**src/source/hyper_pkg.sv**
```systemverilog
// word-level HyperBus model: one 16-bit word per bus clock, memory space only
package hyper_pkg;

    localparam int WORD_WIDTH   = 16;
    localparam int STRB_WIDTH   = WORD_WIDTH / 8;  // one mask bit per byte
    localparam int CA_WIDTH     = 48;
    localparam int CA_WORDS     = CA_WIDTH / WORD_WIDTH;
    localparam int CA_SEL_WIDTH = 2;
    localparam int BURST_WIDTH  = 12;
    localparam int NR_CS        = 2;
    localparam int CFG_WIDTH    = 16;

    // transaction engine states
    typedef enum logic [3:0] {
        IDLE,
        CMD_ADDR,
        LATENCY,
        DATA_W,
        WAIT_W,
        DATA_R,
        ERROR,
        RECOVER
    } hyper_state_e;

    // CA bit 47
    typedef enum logic {
        HYPER_WRITE = 1'b0,
        HYPER_READ  = 1'b1
    } hyper_rw_e;

endpackage

```
**src/source/hyper_ca_gen.sv**
```systemverilog
// request fields must be stable until accepted; the address space bit is always zero
`timescale 1ns/1ps

module hyper_ca_gen (
    input  logic                               clk0,
    input  logic                               rst_ni,
    input  logic                               accept_i,
    input  logic [31:0]                        trans_address_i,
    input  logic [hyper_pkg::NR_CS-1:0]        trans_cs_i,
    input  logic                               trans_write_i,
    input  logic                               trans_burst_type_i,
    input  logic [hyper_pkg::BURST_WIDTH-1:0]  trans_burst_i,
    input  logic [hyper_pkg::CA_SEL_WIDTH-1:0] ca_sel_i,
    output logic [hyper_pkg::WORD_WIDTH-1:0]   ca_word_o,
    output logic [hyper_pkg::NR_CS-1:0]        cs_o,
    output logic                               write_o,
    output logic [hyper_pkg::BURST_WIDTH-1:0]  burst_o
);
    import hyper_pkg::*;

    logic [31:0]         addr_q;
    logic                burst_type_q;
    hyper_rw_e           rw;
    logic [CA_WIDTH-1:0] ca;

    always_ff @(posedge clk0 or negedge rst_ni) begin
        if (!rst_ni) begin
            cs_o    <= '0;
            write_o <= 1'b0;
        end else if (accept_i) begin
            cs_o    <= trans_cs_i;
            write_o <= trans_write_i;
        end
    end

    // transaction copy
    always_ff @(posedge clk0) begin
        if (accept_i) begin
            addr_q       <= trans_address_i;
            burst_type_q <= trans_burst_type_i;
            burst_o      <= trans_burst_i;
        end
    end

    assign rw = write_o ? HYPER_WRITE : HYPER_READ;

    // cmd, space, burst type, upper address, reserved, lower address
    assign ca = {rw, 1'b0, burst_type_q, addr_q[31:3], 13'b0, addr_q[2:0]};

    // word 0 is the top of the CA word
    assign ca_word_o = ca[CA_WIDTH - 1 - WORD_WIDTH * ca_sel_i -: WORD_WIDTH];

    // index comes from the fsm
    assert property (@(posedge clk0) disable iff (!rst_ni)
        ca_sel_i < CA_SEL_WIDTH'(CA_WORDS));

endmodule

```
**src/source/hyper_ctrl_top.sv**
```systemverilog
// timing inputs held constant per transaction; clock, DDR cells and RWDS delay not modelled
`timescale 1ns/1ps

module hyper_ctrl_top (
    input  logic                              clk0,
    input  logic                              rst_ni,
    input  logic [hyper_pkg::CFG_WIDTH-1:0]   cfg_lat_access_i,
    input  logic [hyper_pkg::CFG_WIDTH-1:0]   cfg_lat_additional_i,
    input  logic [hyper_pkg::CFG_WIDTH-1:0]   cfg_rwr_i,
    input  logic [hyper_pkg::CFG_WIDTH-1:0]   cfg_cs_max_i,
    input  logic                              trans_valid_i,
    output logic                              trans_ready_o,
    input  logic [31:0]                       trans_address_i,
    input  logic [hyper_pkg::NR_CS-1:0]       trans_cs_i,
    input  logic                              trans_write_i,
    input  logic [hyper_pkg::BURST_WIDTH-1:0] trans_burst_i,
    input  logic                              trans_burst_type_i,
    input  logic                              tx_valid_i,
    output logic                              tx_ready_o,
    input  logic [hyper_pkg::WORD_WIDTH-1:0]  tx_data_i,
    input  logic [hyper_pkg::STRB_WIDTH-1:0]  tx_strb_i,
    output logic                              rx_valid_o,
    output logic [hyper_pkg::WORD_WIDTH-1:0]  rx_data_o,
    output logic                              rx_last_o,
    output logic                              rx_error_o,
    output logic                              b_valid_o,
    output logic                              b_error_o,
    output logic [hyper_pkg::NR_CS-1:0]       hyper_cs_no,
    output logic                              hyper_ck_en_o,
    input  logic [hyper_pkg::WORD_WIDTH-1:0]  hyper_dq_i,
    output logic [hyper_pkg::WORD_WIDTH-1:0]  hyper_dq_o,
    output logic                              hyper_dq_oe_o,
    input  logic                              hyper_rwds_i,
    output logic [hyper_pkg::STRB_WIDTH-1:0]  hyper_rwds_o,
    output logic                              hyper_rwds_oe_o
);
    import hyper_pkg::*;

    logic                    accept;
    logic [CA_SEL_WIDTH-1:0] ca_sel;
    logic [WORD_WIDTH-1:0]   ca_word;
    logic [NR_CS-1:0]        cs;
    logic                    cs_en;
    logic                    write;
    logic [BURST_WIDTH-1:0]  burst;
    logic                    ca_phase;
    logic                    data_w;
    logic                    rd_en;
    logic                    rd_last;
    logic                    error;
    logic                    tx_fire;

    assign tx_fire     = tx_valid_i & tx_ready_o;
    assign hyper_cs_no = ~(cs & {NR_CS{cs_en}});

    hyper_ca_gen u_ca_gen (
        .clk0               (clk0),
        .rst_ni             (rst_ni),
        .accept_i           (accept),
        .trans_address_i    (trans_address_i),
        .trans_cs_i         (trans_cs_i),
        .trans_write_i      (trans_write_i),
        .trans_burst_type_i (trans_burst_type_i),
        .trans_burst_i      (trans_burst_i),
        .ca_sel_i           (ca_sel),
        .ca_word_o          (ca_word),
        .cs_o               (cs),
        .write_o            (write),
        .burst_o            (burst)
    );

    hyper_fsm u_fsm (
        .clk0                 (clk0),
        .rst_ni               (rst_ni),
        .trans_valid_i        (trans_valid_i),
        .trans_ready_o        (trans_ready_o),
        .accept_o             (accept),
        .write_i              (write),
        .burst_i              (burst),
        .cfg_lat_access_i     (cfg_lat_access_i),
        .cfg_lat_additional_i (cfg_lat_additional_i),
        .cfg_rwr_i            (cfg_rwr_i),
        .cfg_cs_max_i         (cfg_cs_max_i),
        .hyper_rwds_i         (hyper_rwds_i),
        .tx_valid_i           (tx_valid_i),
        .tx_ready_o           (tx_ready_o),
        .ca_sel_o             (ca_sel),
        .ca_phase_o           (ca_phase),
        .data_w_o             (data_w),
        .cs_en_o              (cs_en),
        .ck_en_o              (hyper_ck_en_o),
        .rd_en_o              (rd_en),
        .rd_last_o            (rd_last),
        .error_o              (error),
        .b_valid_o            (b_valid_o),
        .b_error_o            (b_error_o)
    );

    hyper_dq_path u_dq_path (
        .clk0            (clk0),
        .rst_ni          (rst_ni),
        .ca_word_i       (ca_word),
        .ca_phase_i      (ca_phase),
        .data_w_i        (data_w),
        .tx_fire_i       (tx_fire),
        .tx_data_i       (tx_data_i),
        .tx_strb_i       (tx_strb_i),
        .rd_en_i         (rd_en),
        .rd_last_i       (rd_last),
        .error_i         (error),
        .hyper_rwds_i    (hyper_rwds_i),
        .hyper_dq_i      (hyper_dq_i),
        .hyper_dq_o      (hyper_dq_o),
        .hyper_dq_oe_o   (hyper_dq_oe_o),
        .hyper_rwds_o    (hyper_rwds_o),
        .hyper_rwds_oe_o (hyper_rwds_oe_o),
        .rx_valid_o      (rx_valid_o),
        .rx_last_o       (rx_last_o),
        .rx_error_o      (rx_error_o),
        .rx_data_o       (rx_data_o)
    );

endmodule

```
**src/source/hyper_dq_path.sv**
```systemverilog
// no rx back-pressure; rx words and the timeout pulse appear two cycles after capture
`timescale 1ns/1ps

module hyper_dq_path (
    input  logic                             clk0,
    input  logic                             rst_ni,
    input  logic [hyper_pkg::WORD_WIDTH-1:0] ca_word_i,
    input  logic                             ca_phase_i,
    input  logic                             data_w_i,
    input  logic                             tx_fire_i,
    input  logic [hyper_pkg::WORD_WIDTH-1:0] tx_data_i,
    input  logic [hyper_pkg::STRB_WIDTH-1:0] tx_strb_i,
    input  logic                             rd_en_i,
    input  logic                             rd_last_i,
    input  logic                             error_i,
    input  logic                             hyper_rwds_i,
    input  logic [hyper_pkg::WORD_WIDTH-1:0] hyper_dq_i,
    output logic [hyper_pkg::WORD_WIDTH-1:0] hyper_dq_o,
    output logic                             hyper_dq_oe_o,
    output logic [hyper_pkg::STRB_WIDTH-1:0] hyper_rwds_o,
    output logic                             hyper_rwds_oe_o,
    output logic                             rx_valid_o,
    output logic                             rx_last_o,
    output logic                             rx_error_o,
    output logic [hyper_pkg::WORD_WIDTH-1:0] rx_data_o
);
    import hyper_pkg::*;

    logic [WORD_WIDTH-1:0] wdata_q;
    logic [STRB_WIDTH-1:0] wstrb_q;
    logic                  ca_phase_q;
    logic                  data_w_q;
    logic [WORD_WIDTH-1:0] rd_data_q;
    logic                  rd_valid_q;
    logic                  rd_last_q;
    logic                  rd_error_q;
    logic                  rd_fire;

    always_ff @(posedge clk0) begin
        if (tx_fire_i) begin
            wdata_q <= tx_data_i;
            wstrb_q <= tx_strb_i;
        end
    end

    always_ff @(posedge clk0 or negedge rst_ni) begin
        if (!rst_ni) begin
            ca_phase_q <= 1'b0;
            data_w_q   <= 1'b0;
        end else begin
            ca_phase_q <= ca_phase_i;
            data_w_q   <= data_w_i;
        end
    end

    assign hyper_dq_o      = ca_phase_q ? ca_word_i : wdata_q;
    assign hyper_dq_oe_o   = ca_phase_q | data_w_q;
    assign hyper_rwds_o    = ~wstrb_q;  // rwds high masks the byte
    assign hyper_rwds_oe_o = data_w_q;

    // read capture, error travels behind any words in flight
    assign rd_fire = rd_en_i & hyper_rwds_i;

    always_ff @(posedge clk0 or negedge rst_ni) begin
        if (!rst_ni) begin
            rd_valid_q <= 1'b0;
            rd_last_q  <= 1'b0;
            rd_error_q <= 1'b0;
            rx_valid_o <= 1'b0;
            rx_last_o  <= 1'b0;
            rx_error_o <= 1'b0;
        end else begin
            rd_valid_q <= rd_fire | error_i;
            rd_last_q  <= (rd_fire & rd_last_i) | error_i;
            rd_error_q <= error_i;
            rx_valid_o <= rd_valid_q;
            rx_last_o  <= rd_last_q;
            rx_error_o <= rd_error_q;
        end
    end

    always_ff @(posedge clk0) begin
        if (rd_fire) begin
            rd_data_q <= hyper_dq_i;
        end
        if (rd_valid_q) begin
            rx_data_o <= rd_data_q;
        end
    end

endmodule

```
**src/source/hyper_fsm.sv**
```systemverilog
// cfg_lat_access_i, cfg_rwr_i and bursts must be at least 1; cfg_cs_max_i of 0 means 65536
`timescale 1ns/1ps

module hyper_fsm (
    input  logic                               clk0,
    input  logic                               rst_ni,
    input  logic                               trans_valid_i,
    output logic                               trans_ready_o,
    output logic                               accept_o,
    input  logic                               write_i,
    input  logic [hyper_pkg::BURST_WIDTH-1:0]  burst_i,
    input  logic [hyper_pkg::CFG_WIDTH-1:0]    cfg_lat_access_i,
    input  logic [hyper_pkg::CFG_WIDTH-1:0]    cfg_lat_additional_i,
    input  logic [hyper_pkg::CFG_WIDTH-1:0]    cfg_rwr_i,
    input  logic [hyper_pkg::CFG_WIDTH-1:0]    cfg_cs_max_i,
    input  logic                               hyper_rwds_i,
    input  logic                               tx_valid_i,
    output logic                               tx_ready_o,
    output logic [hyper_pkg::CA_SEL_WIDTH-1:0] ca_sel_o,
    output logic                               ca_phase_o,
    output logic                               data_w_o,
    output logic                               cs_en_o,
    output logic                               ck_en_o,
    output logic                               rd_en_o,
    output logic                               rd_last_o,
    output logic                               error_o,
    output logic                               b_valid_o,
    output logic                               b_error_o
);
    import hyper_pkg::*;

    hyper_state_e            state_q;
    hyper_state_e            state_d;
    logic [CFG_WIDTH-1:0]    lat_cnt_q;  // also counts recovery
    logic [CFG_WIDTH-1:0]    lat_cnt_d;
    logic [BURST_WIDTH-1:0]  burst_cnt_q;
    logic [BURST_WIDTH-1:0]  burst_cnt_d;
    logic [CFG_WIDTH-1:0]    cs_cnt_q;
    logic [CA_SEL_WIDTH-1:0] ca_sel_q;
    logic                    wfire_q;
    logic                    tx_fire;
    logic                    timeout;

    assign trans_ready_o = state_q == IDLE;
    assign accept_o      = trans_valid_i & trans_ready_o;
    assign tx_ready_o    = (state_q == DATA_W && burst_cnt_q != '0) || state_q == WAIT_W;
    assign tx_fire       = tx_valid_i & tx_ready_o;
    assign cs_en_o       = state_q inside {CMD_ADDR, LATENCY, DATA_W, WAIT_W, DATA_R};
    assign timeout       = cs_en_o && cs_cnt_q == cfg_cs_max_i - 1'b1;

    always_comb begin
        state_d     = state_q;
        lat_cnt_d   = lat_cnt_q;
        burst_cnt_d = burst_cnt_q;
        case (state_q)
            IDLE: begin
                if (accept_o) begin
                    state_d = CMD_ADDR;
                end
            end
            CMD_ADDR: begin
                if (ca_sel_q == CA_SEL_WIDTH'(CA_WORDS - 1)) begin
                    // rwds high on word 2 asks for doubled latency
                    lat_cnt_d = hyper_rwds_i ? cfg_lat_access_i + cfg_lat_additional_i - 1'b1
                                             : cfg_lat_access_i - 1'b1;
                    state_d   = LATENCY;
                end
            end
            LATENCY: begin
                if (lat_cnt_q == '0) begin
                    burst_cnt_d = burst_i;
                    state_d     = write_i ? DATA_W : DATA_R;
                end else begin
                    lat_cnt_d = lat_cnt_q - 1'b1;
                end
            end
            DATA_W: begin
                if (burst_cnt_q == '0) begin  // last word on the bus
                    lat_cnt_d = cfg_rwr_i - 1'b1;
                    state_d   = RECOVER;
                end else if (tx_valid_i) begin
                    burst_cnt_d = burst_cnt_q - 1'b1;
                end else begin
                    state_d = WAIT_W;
                end
            end
            WAIT_W: begin
                if (tx_valid_i) begin
                    burst_cnt_d = burst_cnt_q - 1'b1;
                    state_d     = DATA_W;
                end
            end
            DATA_R: begin
                if (hyper_rwds_i) begin
                    burst_cnt_d = burst_cnt_q - 1'b1;
                    if (rd_last_o) begin
                        lat_cnt_d = cfg_rwr_i - 1'b1;
                        state_d   = RECOVER;
                    end
                end
            end
            ERROR: begin
                lat_cnt_d = cfg_rwr_i - 1'b1;
                state_d   = RECOVER;
            end
            RECOVER: begin
                if (lat_cnt_q == '0) begin
                    state_d = IDLE;
                end else begin
                    lat_cnt_d = lat_cnt_q - 1'b1;
                end
            end
            default: state_d = IDLE;
        endcase
        // a transaction finishing on time wins over the timeout
        if (timeout && state_d != RECOVER) begin
            state_d = ERROR;
        end
    end

    always_ff @(posedge clk0 or negedge rst_ni) begin
        if (!rst_ni) begin
            state_q     <= IDLE;
            lat_cnt_q   <= '0;
            burst_cnt_q <= '0;
            cs_cnt_q    <= '0;
            ca_sel_q    <= '0;
            wfire_q     <= 1'b0;
        end else begin
            state_q     <= state_d;
            lat_cnt_q   <= lat_cnt_d;
            burst_cnt_q <= burst_cnt_d;
            cs_cnt_q    <= cs_en_o ? cs_cnt_q + 1'b1 : '0;
            ca_sel_q    <= (state_q == CMD_ADDR && state_d == CMD_ADDR) ? ca_sel_q + 1'b1 : '0;
            wfire_q     <= tx_fire;  // word reaches the bus next cycle
        end
    end

    assign ca_sel_o   = ca_sel_q;
    assign ca_phase_o = state_d == CMD_ADDR;  // registered in the dq path
    assign data_w_o   = state_d inside {DATA_W, WAIT_W};
    assign ck_en_o    = state_q inside {CMD_ADDR, LATENCY, DATA_R} || wfire_q;
    assign rd_en_o    = state_q == DATA_R;
    assign rd_last_o  = burst_cnt_q == BURST_WIDTH'(1);
    assign error_o    = state_q == ERROR && !write_i;
    assign b_valid_o  = (state_q == DATA_W && burst_cnt_q == '0) || (state_q == ERROR && write_i);
    assign b_error_o  = state_q == ERROR && write_i;

    // bus quiet between transactions, including the last write beat
    assert property (@(posedge clk0) disable iff (!rst_ni)
        state_q inside {IDLE, RECOVER} |-> !cs_en_o && !ck_en_o);

    // write beats only for a write, and never past the burst
    assert property (@(posedge clk0) disable iff (!rst_ni)
        tx_ready_o |-> write_i && burst_cnt_q != '0);

endmodule

```
**config.mk**
```make
export PLATFORM = sky130hd
export DESIGN_NAME = hyper_ctrl_top
export DESIGN_NICKNAME = d
export VERILOG_FILES = /design/src/source/hyper_pkg.sv /design/src/source/hyper_ca_gen.sv /design/src/source/hyper_ctrl_top.sv /design/src/source/hyper_dq_path.sv /design/src/source/hyper_fsm.sv
export SDC_FILE = /design/constraint.sdc
export NUM_CORES = 1
export LEC_CHECK = 0
export ABC_AREA = 1
export BUFFER_PORTS_ARGS = -buffer_cell sky130_fd_sc_hd__buf_2
export CORE_ASPECT_RATIO = 0.9
export CORE_MARGIN = 2
export CORE_UTILIZATION = 50
export DETAILED_ROUTE_END_ITERATION = 8
export HOLD_SLACK_MARGIN = 0.06
export PLACE_DENSITY = 0.84
export SYNTH_ARGS = -nofsm -noshare
export SYNTH_HDL_FRONTEND = slang
export SYNTH_SLANG_ARGS = --single-unit
```
**constraint.sdc**
```tcl
create_clock -name clk0 -period 2.2 [get_ports clk0]
set_input_delay 0.22 -clock clk0 [delete_from_list [all_inputs] [get_ports clk0]]
set_output_delay 0.22 -clock clk0 [all_outputs]
set_load 0.05 [all_outputs]
```
==> flow_summary.json <==
{
  "status": "complete, but fails checks",
  "violations": "setup timing",
  "hold_ws_ps": 218,
  "crit_path_max_incr_delay_ps": 400,
  "max_cap_viol_count": 0,
  "drc": 0,
  "finalCriticalPeriod_ps": 2280,
  "cp.required_ps": 2510,
  "hpwl_mm": 18.7,
  "finalHoldViolCount": 0,
  "synth_ff_type": "edfxtp_1",
  "p_seq_share_pct": 41.3,
  "drt_iter0_markers": 686,
  "num_rows": 47,
  "netlist_top_cells_area": "edfxtp_1, dfrtp_1, nand2_1",
  "grt_antenna_before_repair": 2,
  "grt_pass1_vias": 9070,
  "ys_seq_elements": 157,
  "synth_cells": 1133,
  "max_freq_ghz": 0.439,
  "setup.worst_path.end_class": "flip-flop",
  "die_x_um": 148,
  "crit_fanout": 5,
  "ys_warn_count": 0,
  "grt_util_met1_pct": 35.5,
  "drive_gt1_share_pct": 26.7,
  "cp.depth": 16,
  "syn_area_um2": 9390,
  "initial_core_util_pct": 51.0,
  "coreArea_um2": 18400,
  "finClkSkew_ps": 15.7,
  "cts_tree": "yes",
  "max_slew_margin_pct": 50.2,
  "finalCritPeriodShare_pct": 104,
  "finalWeightedCongestion": 0.931,
  "top_usage_layer": "met2",
  "min_path_type": "in -> reg",
  "critPathKind": "reg -> reg",
  "root_buffer": "clkbuf_16",
  "yosysTopAreaCell": "edfxtp_1",
  "synth_edf_count": 95,
  "pin_count": 197,
  "critPathArrivalTime_ps": 2590,
  "clockBufferDepth": 2,
  "filler_cell_count": 1329,
  "die_area_um2": 19900,
  "overflow": 0,
  "grt_max_degree": 44,
  "tightest_slew_ps": 747,
  "synth_top_area_share_pct": 30.4,
  "drt.antenna.violating_nets": 0,
  "layout_commonest_cell": "nand2_1",
  "dr.pass1.iters": 5,
  "vias_per_cell": 5.28,
  "synth_fp_nets": 1323,
  "grt_util_met2_pct": 49.5,
  "synthArstFlopShare_pct": 39.5,
  "clk_latency_ps": 430,
  "globalRouteMet3Util_pct": 4.29,
  "setup_slack_ps": -78.0,
  "path_clk_slew_ps": 70,
  "track_usage_pct": 28.2,
  "layout_common_cells": "nand2_1, inv_1, buf_2, nor2_1, edfxtp_1",
  "cts_buffers": 17,
  "io_buffer_count": 196,
  "cp_common_cell": "nor2_4",
  "intPower_mw": 5.99,
  "setup_viol": 6,
  "grt_pass1_wl_mm": 44.4,
  "comb_power_share_pct": 23.3,
  "via_count": 9236,
  "clkSinkCount": 157,
  "wl_per_cell_um": 16.5,
  "yosysSeqAreaShare_pct": 46.9,
  "die_h_um": 134,
  "final.setup.tns_ps": -162,
  "post-route-util_pct": 71.2,
  "nets": 1680,
  "routed_wl_mm": 28.9,
  "path_cells": "buf_4 -> inv_2 -> nor2_4 -> nand3_4 -> nand2_4 -> buf_12 -> o21ai_4 -> ha_2 -> inv_2 -> nor2_4 -> nand2_2 -> nor2_4 -> nand2_1 -> xor2_1 -> o21ai_1 -> nand2_1",
  "synth.avg_cell_area_um2": 8.29,
  "powerDensity_nw_per_um2": 669,
  "p_sw_share_pct": 31.7,
  "p_total_mw": 8.77,
  "p_leak_nw": 6.24,
  "synth_cell_types": 54,
  "power_frac_clock_pct": 35.4,
  "slowest_stage": "dfrtp_1",
  "path_delay_family": "simple AND/OR/NAND/NOR gates",
  "synthToLayoutAreaGrowth_pct": 39.5,
  "critical_path_buf_inv_count": 4,
  "rsz0062_at_grt": "yes",
  "rr_worst_depth": 16,
  "hold_depth": 4,
  "vdd_ir_drop_max_mv": 0.669,
  "htreeDepth": 4,
  "slew_viol_final": 0,
  "startpoint_type": "flip-flop",
  "p_sw_mw": 2.78
}
## state kept, by name, indices dropped and copies added, names as in the netlist
name,flops
u_ca_gen.addr_q,32
u_dq_path.rd_data_q,16
u_dq_path.rx_data_o,16
u_dq_path.wdata_q,16
u_fsm.cs_cnt_q,16
u_fsm.lat_cnt_q,16
u_ca_gen.burst_o,12
u_fsm.burst_cnt_q,12
u_fsm.state_q,4
u_ca_gen.cs_o,2
u_dq_path.wstrb_q,2
u_fsm.ca_sel_o,2
u_ca_gen.burst_type_q,1
u_ca_gen.write_o,1
u_dq_path.ca_phase_q,1
u_dq_path.hyper_rwds_oe_o,1
u_dq_path.rd_error_q,1
u_dq_path.rd_last_q,1
u_dq_path.rd_valid_q,1
u_dq_path.rx_error_o,1
u_dq_path.rx_last_o,1
u_dq_path.rx_valid_o,1
u_fsm.wfire_q,1
## stage by stage
| step | setup slack [ps] | std cells | cell area (um2) |
|---|---|---|---|
| 2_1_floorplan | -344 | 1133 | 9420 |
| 3_3_place_gp | -181 | 1612 | 11100 |
| 3_5_place_dp | -233 | 1612 | 11100 |
| 4_1_cts | -15.2 | 1732 | 12700 |
| 5_1_grt | -160 | 1750 | 13100 |
| 6_report | -78.0 | 1750 | 13100 |
## per-layer routing
layer | part of all wire, % | wire [um] | up-vias
met4 | 3.2 | 935 | 0
met5 | 0 | 0 | -
li1 | - | - | 4431
met3 | 6.2 | 1780 | 66
met2 | 51 | 14700 | 404
met1 | 40 | 11500 | 4335
## logic make-up after synthesis
| group | share of synthesized area, % |
|---|---|
| buffers and inverters | 9.07 |
| XOR/XNOR | 4.29 |
| AND/OR/NAND/NOR | 24.2 |
| other | 0.0399 |
| adder cells (fa/ha/maj) | 5.27 |
| flip-flops | 46.9 |
| AO/OA/AOI/OAI | 10.2 |
## cells in the mapped netlist, drive strengths merged, types with 2 or more instances
cell      n
o211ai    5
o22ai     4
o221ai   12
o21ai    65
and3      2
inv     195
clkinv    2
a31oi    12
nand3b    5
nand3    66
or2       6
xnor2    15
a21oi    46
nor2    134
a22oi     3
xor2     31
and2      2
nand2   249
edfxtp   95
dfrtp    62
buf      11
a21o      3
ha       38
o21bai    4
clkbuf    8
nor4      3
nor3     24
nand4    21
## power groups by stage
stage               clock network, mW  logic, mW  registers (mW)
finish                           3.10       2.04            3.62
global route                     3.25       2.27            3.65
CTS                              3.10       1.92            3.60
detailed placement                  0       1.74            3.66
global placement                    0       1.70            3.65
floorplan                           0       1.16            3.61
## cell type report
| cell class | count | area (um2) | share of cell area [%] |
|---|---|---|---|
| multi-input combinational | 760 | 4420 | 33.8 |
| antenna | 2 | 5.00 | 0.0382 |
| timing repair buffer | 357 | 2590 | 19.8 |
| clock buffer | 17 | 425 | 3.25 |
| clock inverter | 15 | 194 | 1.48 |
| sequential | 157 | 4410 | 33.6 |
| tap | 245 | 307 | 2.34 |
| inverter | 197 | 754 | 5.76 |
## tightest hold or removal path: stages
cell	delay [ps]
buf_2	70
nand2_1	150
nand2_1	110
nand2_1	50
## final timing paths
kind                                      start                    to  slack [ps]
max                            u_fsm.state_q[2]   u_fsm.lat_cnt_q[10]         -80
min                               trans_valid_i      u_ca_gen.cs_o[1]         220
max reg2reg                    u_fsm.state_q[2]   u_fsm.lat_cnt_q[10]         -80
min reg2reg                u_dq_path.rd_error_q  u_dq_path.rx_error_o         350
max in group asynchronous                rst_ni  u_fsm.burst_cnt_q[9]        1210
min in group asynchronous                rst_ni   u_fsm.lat_cnt_q[12]         350
## what timing repair did
item,4_1_cts,5_1_grt
endpoints found under the setup margin,20,48
hold buffers,83,0
pin swaps,2,20
buffers inserted,5,15
endpoints found under the hold margin,106,0
gates resized for setup,45,72
gates cloned,0,1
Note: power is estimated with default switching activity, not from simulation.
